## src/coder_pkg.sv

```systemverilog
// Coder input side types

package coder_pkg;

    // ========================================
    // Coded bytes
    // ========================================

    typedef logic [7:0] byte_t;

    // A byte of this value keeps a pending run open
    localparam byte_t BYTE_SATURATED = 8'd255;

    // One input symbol from the arithmetic coder
    typedef struct packed {
        logic  carry;       // Add 1 to everything emitted so far
        byte_t code_byte;
    } symbol_t;

    // ========================================
    // Buffer operation
    // ========================================

    // Carry is applied first, then the append, then the commit move
    typedef struct packed {
        logic  add_carry;
        logic  append;
        logic  commit_before;   // Commit every entry before the new one
        logic  flush;           // Commit every entry, new one included
        byte_t code_byte;
    } buffer_op_t;

endpackage

```

## src/stream_pkg.sv

```systemverilog
// Output stream types

package stream_pkg;

    // ========================================
    // Output word
    // ========================================

    // Most bytes carried by one output word
    localparam int OUT_LANES = 4;

    // Count of valid lanes, 0 to OUT_LANES
    typedef logic [2:0] lane_count_t;

    // Lane 0 holds the oldest byte
    // Lanes at or above count read as zero
    typedef struct packed {
        lane_count_t                         count;
        coder_pkg::byte_t [OUT_LANES-1:0]    lanes;
    } out_word_t;

endpackage

```

## src/byte_packer.sv

```systemverilog
// Committed byte packer

`timescale 1ns/1ns

module byte_packer (
    input  logic                     clk,
    input  logic                     reset,
    input  stream_pkg::lane_count_t  committed_count,
    input  coder_pkg::byte_t         committed_bytes [stream_pkg::OUT_LANES],
    output stream_pkg::lane_count_t  pop_count,
    output logic                     out_valid,
    output stream_pkg::out_word_t    out_word,
    input  logic                     out_ready
);

    import stream_pkg::*;

    logic load;

    // Register is empty or its word is taken on this edge
    assign load = !out_valid || out_ready;

    // Take everything offered, the buffer already caps it at OUT_LANES
    assign pop_count = load ? committed_count : lane_count_t'(0);

    // ========================================
    // Output register
    // ========================================

    always_ff @(posedge clk) begin
        if (reset) begin
            out_valid <= 1'b0;
        end else if (load) begin
            out_valid <= (committed_count != lane_count_t'(0));
        end
    end

    always_ff @(posedge clk) begin
        if (load) begin
            out_word.count <= committed_count;
            for (int k = 0; k < OUT_LANES; k++) begin
                // Lanes beyond the count are cleared
                if (k < int'(committed_count)) begin
                    out_word.lanes[k] <= committed_bytes[k];
                end else begin
                    out_word.lanes[k] <= '0;
                end
            end
        end
    end

endmodule

```

## src/carry_output_top.sv

```systemverilog
// Carry resolving byte output stage

`timescale 1ns/1ns

module carry_output_top #(
    parameter int BUFFER_DEPTH = 16
) (
    input  logic                   clk,
    input  logic                   reset,
    input  logic                   in_valid,
    input  coder_pkg::symbol_t     in_symbol,
    input  logic                   flush_valid,
    output logic                   in_ready,
    output logic                   out_valid,
    output stream_pkg::out_word_t  out_word,
    input  logic                   out_ready
);

    import coder_pkg::*;
    import stream_pkg::*;

    logic        op_valid;
    buffer_op_t  op;
    logic        op_ready;
    lane_count_t committed_count;
    byte_t       committed_bytes [OUT_LANES];
    lane_count_t pop_count;

    // ========================================
    // Stages
    // ========================================

    carry_resolver u_carry_resolver (
        .clk         (clk),
        .reset       (reset),
        .in_valid    (in_valid),
        .in_symbol   (in_symbol),
        .flush_valid (flush_valid),
        .in_ready    (in_ready),
        .op_valid    (op_valid),
        .op          (op),
        .op_ready    (op_ready)
    );

    pending_buffer #(
        .BUFFER_DEPTH (BUFFER_DEPTH)
    ) u_pending_buffer (
        .clk             (clk),
        .reset           (reset),
        .op_valid        (op_valid),
        .op              (op),
        .op_ready        (op_ready),
        .committed_count (committed_count),
        .committed_bytes (committed_bytes),
        .pop_count       (pop_count)
    );

    byte_packer u_byte_packer (
        .clk             (clk),
        .reset           (reset),
        .committed_count (committed_count),
        .committed_bytes (committed_bytes),
        .pop_count       (pop_count),
        .out_valid       (out_valid),
        .out_word        (out_word),
        .out_ready       (out_ready)
    );

endmodule

```

## src/carry_resolver.sv

```systemverilog
// Symbol to buffer operation stage

`timescale 1ns/1ns

module carry_resolver (
    input  logic                   clk,
    input  logic                   reset,
    input  logic                   in_valid,
    input  coder_pkg::symbol_t     in_symbol,
    input  logic                   flush_valid,
    output logic                   in_ready,
    output logic                   op_valid,
    output coder_pkg::buffer_op_t  op,
    input  logic                   op_ready
);

    import coder_pkg::*;

    localparam buffer_op_t FLUSH_OP = '{
        add_carry:     1'b0,
        append:        1'b0,
        commit_before: 1'b0,
        flush:         1'b1,
        code_byte:     '0
    };

    logic       load_en;
    logic       flush_pending;
    buffer_op_t sym_op;

    // Stage is free, or its operation leaves on this edge
    assign load_en  = !op_valid || op_ready;

    // A flush that arrived with a symbol goes out right after it
    assign in_ready = load_en && !flush_pending;

    // ========================================
    // Symbol decode
    // ========================================

    always_comb begin
        sym_op               = '0;
        sym_op.add_carry     = in_symbol.carry;
        sym_op.append        = 1'b1;
        // A non-saturated byte ends any open run before it
        sym_op.commit_before = (in_symbol.code_byte != BYTE_SATURATED);
        sym_op.code_byte     = in_symbol.code_byte;
    end

    // ========================================
    // Operation register
    // ========================================

    always_ff @(posedge clk) begin
        if (reset) begin
            op_valid      <= 1'b0;
            flush_pending <= 1'b0;
        end else if (load_en) begin
            op_valid      <= flush_pending || in_valid || flush_valid;
            flush_pending <= !flush_pending && in_valid && flush_valid;
        end
    end

    always_ff @(posedge clk) begin
        if (load_en) begin
            if (flush_pending || !in_valid) begin
                op <= FLUSH_OP;
            end else begin
                op <= sym_op;
            end
        end
    end

endmodule

```

## src/pending_buffer.sv

```systemverilog
// Pending and committed byte buffer

`timescale 1ns/1ns

module pending_buffer #(
    parameter int BUFFER_DEPTH = 16
) (
    input  logic                     clk,
    input  logic                     reset,
    input  logic                     op_valid,
    input  coder_pkg::buffer_op_t    op,
    output logic                     op_ready,
    output stream_pkg::lane_count_t  committed_count,
    output coder_pkg::byte_t         committed_bytes [stream_pkg::OUT_LANES],
    input  stream_pkg::lane_count_t  pop_count
);

    import coder_pkg::*;
    import stream_pkg::*;

    localparam int PTR_W = $clog2(BUFFER_DEPTH);

    // Pointers carry one extra wrap bit so full and empty differ
    typedef logic [PTR_W:0]   ptr_t;
    typedef logic [PTR_W-1:0] idx_t;

    byte_t mem [BUFFER_DEPTH];

    // rd_ptr .. cm_ptr is committed, cm_ptr .. wr_ptr is pending
    ptr_t rd_ptr;
    ptr_t cm_ptr;
    ptr_t wr_ptr;

    ptr_t committed_len;
    ptr_t pending_len;
    ptr_t used_len;
    idx_t rd_idx;
    idx_t cm_idx;
    idx_t wr_idx;
    logic accept;

    // Indexed by offset from the commit pointer
    logic [BUFFER_DEPTH-1:0] sat_vec;
    logic [BUFFER_DEPTH-1:0] carry_hit;

    assign committed_len = cm_ptr - rd_ptr;
    assign pending_len   = wr_ptr - cm_ptr;
    assign used_len      = wr_ptr - rd_ptr;
    assign rd_idx        = rd_ptr[PTR_W-1:0];
    assign cm_idx        = cm_ptr[PTR_W-1:0];
    assign wr_idx        = wr_ptr[PTR_W-1:0];

    // Only an append needs a free entry
    assign op_ready = !(op.append && (used_len == ptr_t'(BUFFER_DEPTH)));
    assign accept   = op_valid && op_ready;

    // ========================================
    // Committed side
    // ========================================

    assign committed_count = (committed_len > ptr_t'(OUT_LANES)) ?
                             lane_count_t'(OUT_LANES) : lane_count_t'(committed_len);

    always_comb begin
        for (int k = 0; k < OUT_LANES; k++) begin
            committed_bytes[k] = mem[rd_idx + idx_t'(k)];
        end
    end

    // ========================================
    // Carry rule
    // ========================================

    // Entries past the pending region count as saturated so they never block
    always_comb begin
        for (int k = 0; k < BUFFER_DEPTH; k++) begin
            sat_vec[k] = (k >= int'(pending_len)) ||
                         (mem[cm_idx + idx_t'(k)] == BYTE_SATURATED);
        end
    end

    // Entry k takes the carry when every later entry is saturated
    always_comb begin
        logic [BUFFER_DEPTH-1:0] above;
        for (int k = 0; k < BUFFER_DEPTH; k++) begin
            above        = {BUFFER_DEPTH{1'b1}} << (k + 1);
            carry_hit[k] = (k < int'(pending_len)) && (&(sat_vec | ~above));
        end
    end

    // Carry out of the oldest pending byte simply wraps away
    always_ff @(posedge clk) begin
        if (accept) begin
            for (int i = 0; i < BUFFER_DEPTH; i++) begin
                if (op.add_carry && carry_hit[idx_t'(i) - cm_idx]) begin
                    mem[i] <= mem[i] + byte_t'(1);
                end
            end
            if (op.append) begin
                mem[wr_idx] <= op.code_byte;
            end
        end
    end

    // ========================================
    // Pointers
    // ========================================

    always_ff @(posedge clk) begin
        if (reset) begin
            rd_ptr <= '0;
            cm_ptr <= '0;
            wr_ptr <= '0;
        end else begin
            rd_ptr <= rd_ptr + ptr_t'(pop_count);
            if (accept) begin
                if (op.append) begin
                    wr_ptr <= wr_ptr + ptr_t'(1);
                end
                if (op.flush) begin
                    cm_ptr <= wr_ptr + ptr_t'(op.append);
                end else if (op.commit_before) begin
                    cm_ptr <= wr_ptr;
                end
            end
        end
    end

endmodule

```

## config.mk

```make
export PLATFORM = sky130hd
export DESIGN_NAME = carry_output_top
export DESIGN_NICKNAME = d
export VERILOG_FILES = /design/src/coder_pkg.sv /design/src/stream_pkg.sv /design/src/byte_packer.sv /design/src/carry_output_top.sv /design/src/carry_resolver.sv /design/src/pending_buffer.sv
export SDC_FILE = /design/constraint.sdc
export NUM_CORES = 1
export LEC_CHECK = 0
export BUFFER_PORTS_ARGS = -buffer_cell sky130_fd_sc_hd__buf_4
export CAP_MARGIN = 20
export CORE_UTILIZATION = 30
export DETAILED_ROUTE_END_ITERATION = 16
export PLACE_DENSITY = 0.44
export SLEW_MARGIN = 40
export SYNTH_ARGS = -nofsm -noshare
export SYNTH_HDL_FRONTEND = slang
export SYNTH_SLANG_ARGS = --single-unit
```

## constraint.sdc

```tcl
create_clock -name clk -period 16.5 [get_ports clk]
set_input_delay 0.825 -clock clk [delete_from_list [all_inputs] [get_ports clk]]
set_output_delay 0.825 -clock clk [all_outputs]
set_load 0.02 [all_outputs]
```

==> metrics.csv <==
metric;value;unit
Post-Synth Simple-Gate Area;17.6;%
final WL;75600;µm
DRT iter0 DRCs;1651;
status;complete, no violations;
P_leak;6.24;nW
clk_lat worst skew;0.52;ns
mux share of post-synthesis cell area;22.9;%
Psw;1.29;mW
CP Max Fanout;26;
setup TNS;0;ns
adder-cell share of the synthesized area;3.67;%
Worst EP required;16.65;ns
CTS tree;yes;
Bufs on Longest Clock Path;2;
warnings from Yosys;0;
clk_skew;0.0194;ns
io pins;51;
Syn Area/Cell;9.72;µm²
die area;62200;µm²
sequential cell fraction of total power;29.8;%
internal power;1.63;mW
ranking of synthesized cells by area;edfxtp_1 29%, mux4_2 18%, nand2_1 4.9%;
hold-fix buffers at CTS;0;
root buffer cell;clkbuf_16;
Synth async-reset ratio;0;%
first-pass GRT wire length;110000;µm
Logic pwr share;54.8;%
worst setup margin;10.74;ns
initial antenna violation count;1;
mapped cell area;18300;µm²
fin crit period;5.76;ns
Initial Utilization;30.4;%
FF+latch count, synth;193;
DR WL/cell;29.2;µm
post-synthesis cell type count;74;
ant diodes;0;
Placed Area;19300;µm²
synthesized instance count;1888;
Max VDD drop;80.1;µV
via count;16200;
Routability Congestion;0.977;
cell taking the most area after synthesis;edfxtp_1;
Finish-stage setup viols;0;
port bufs;50;
row cnt;90;
proportion of layout cells with a drive suffix above 1;21.0;%
xor and xnor area share after synthesis;6.78;%
Synth Net Count;1954;
TritonCTS buffer count;17;
GR Util met3;4.86;%
Core ar.;60400;µm²
Worst Setup End Kind;flip-flop;
clock sinks;193;
Clk pwr share;15.5;%
first drt pass iteration count;6;
H-tree levels;4;
placed insts;2557;
Final Net Count;1861;
max capacitance violation total;0;
Clk pin slew, worst setup/hold paths;0.09;ns
Final Hold Fails;0;
Hold WS;0.560;ns
post-synthesis sequential area ratio;30.6;%
Post-CTS Setup Inserts;0;
via-per-instance ratio;6.24;
PwrDens;146;nW/µm²
met2 Use GR;38.4;%
number of global-route vias before repair;15400;
Worst-Margin Slew;0.856;ns
EDFF count, synth;175;
grt ovf;0;
Worst EP arrival;5.91;ns
Design Area, Final;20000;µm²
Peak Freq;174;MHz
top_reg_cell synth;edfxtp_1;
Net Sw Frac;44.2;%
Synth Area in Compound Gates;13.2;%
GR Layer Usage met1;32.3;%
Finished Layout Cells;2589;
Hold Crit Depth;2;
Crit Path Class;reg -> reg;
Place WS;10.77;ns
Slew Limit Headroom;42.7;%
Hold Crit Class;reg -> reg;
GR peak layer;met2;
post-cts sizing count;0;
area share of the largest cell type after synthesis;28.6;%
Die Span Y;249;µm
Final Max Tran Viols;0;
DRC;0;
GRT Util Overall;24.3;%
RSZ-0062 raised after global routing;false;
final core occ;33.1;%
HPWL after detailed placement;54900;µm
cell count of the worst reg-to-reg path;13;
Final Power;2.92;mW
startpoint type of the worst setup path;flip-flop;
die width;249;µm
Final Cycle Share;34.9;%
largest net degree at the start of global routing;86;
largest family of logic cells by synthesized area;multiplexers;
antenna-violating nets left;0;
P&R area growth vs syn;8.94;%
[routing by layer]
layer / share of wire [%] / routed length (µm) / vias to the layer above
met1: 41 / 31400 / 8125
li1: - / - / 6986
met4: 4.2 / 3210 / 0
met3: 8.4 / 6380 / 172
met5: 0 / 0 / -
met2: 46 / 34700 / 869
[sequential cells by signal, summed over array words and instances, names as in the netlist]
| name | flops |
|---|---|
| u_pending_buffer.mem | 128 |
| u_byte_packer.out_word | 35 |
| u_carry_resolver.op | 12 |
| u_pending_buffer.cm_ptr | 5 |
| u_pending_buffer.rd_ptr | 5 |
| u_pending_buffer.wr_ptr | 5 |
| u_byte_packer.out_valid | 1 |
| u_carry_resolver.flush_pending | 1 |
| u_carry_resolver.op_valid | 1 |
[Yosys cell counts (32+ instances only)]
cell      instances
mux2_2           57
a21oi_1          41
ha_1             49
and2_1           32
o21ai_0         142
clkbuf_1        156
nand3_1          78
inv_1            32
xnor2_1          68
nand2_1         239
xor2_1           74
nand4_1          72
mux4_2          145
edfxtp_1        175
o22ai_1          42
nor2_1          110
[cell families after synthesis]
kind of cell | count (synthesis)
mux | 232
xor+xnor | 142
buf+inv | 239
compound gates | 374
simple gates | 656
flops | 193
fa+ha+maj | 52
[path summary, 6_finish.rpt]
path	slack (ns)	from	endpoint
setup / recovery	10.74	u_pending_buffer.cm_ptr[1]$_SDFFE_PP0P_	u_pending_buffer.mem[6][1]$_DFFE_PP_
hold / removal	0.56	u_carry_resolver.flush_pending$_SDFFE_PP0N_	u_carry_resolver.op_valid$_SDFFE_PP0N_
setup reg to reg	10.74	u_pending_buffer.cm_ptr[1]$_SDFFE_PP0P_	u_pending_buffer.mem[6][1]$_DFFE_PP_
hold reg to reg	0.56	u_carry_resolver.flush_pending$_SDFFE_PP0N_	u_carry_resolver.op_valid$_SDFFE_PP0N_
[final cells by class]
type	instances	area [µm²]
fill	6131	40400
tap	782	978
timing repair buffer	92	714
inverter	35	131
sequential	193	5620
multi-input combinational	1456	11900
clock buffer	17	425
clock inverter	14	175
[cell usage in the layout (no fill, tap or decap), types with 22 or more instances in the layout]
cell	count
o22ai_1	39
xor2_1	72
mux2_2	57
mux4_2	145
nor2_1	99
a211oi_1	30
and2_1	32
edfxtp_1	175
a21oi_1	41
buf_4	88
nor2b_1	25
nand3_1	78
inv_1	32
xnor2_1	66
mux2i_1	30
nand4_1	72
nand2_1	239
o21ai_0	142
nand4b_1	22
ha_1	49
[power groups by stage]
stage / combinational, mW / sequential, mW / clock, mW
global route: 1.71 / 0.875 / 0.476
detailed placement: 1.59 / 0.871 / 0
floorplan: 1.11 / 0.805 / 0
finish: 1.60 / 0.870 / 0.453
CTS: 1.59 / 0.861 / 0.464
global placement: 1.58 / 0.870 / 0
[critical path, cell delays in order, from the launching register on]
cell and delay [ns]:
dfxtp_2 0.36, inv_2 0.50, ha_1 0.45, buf_4 0.28, or3b_2 0.47, o22ai_1 0.18, o32ai_2 0.19, mux4_2 0.49
and2_1 0.19, a31oi_2 0.38, nand4_4 0.36, a2111oi_2 0.68, a2111oi_0 0.24, nor2_1 0.59
Power figures use the tool's default switching activity.
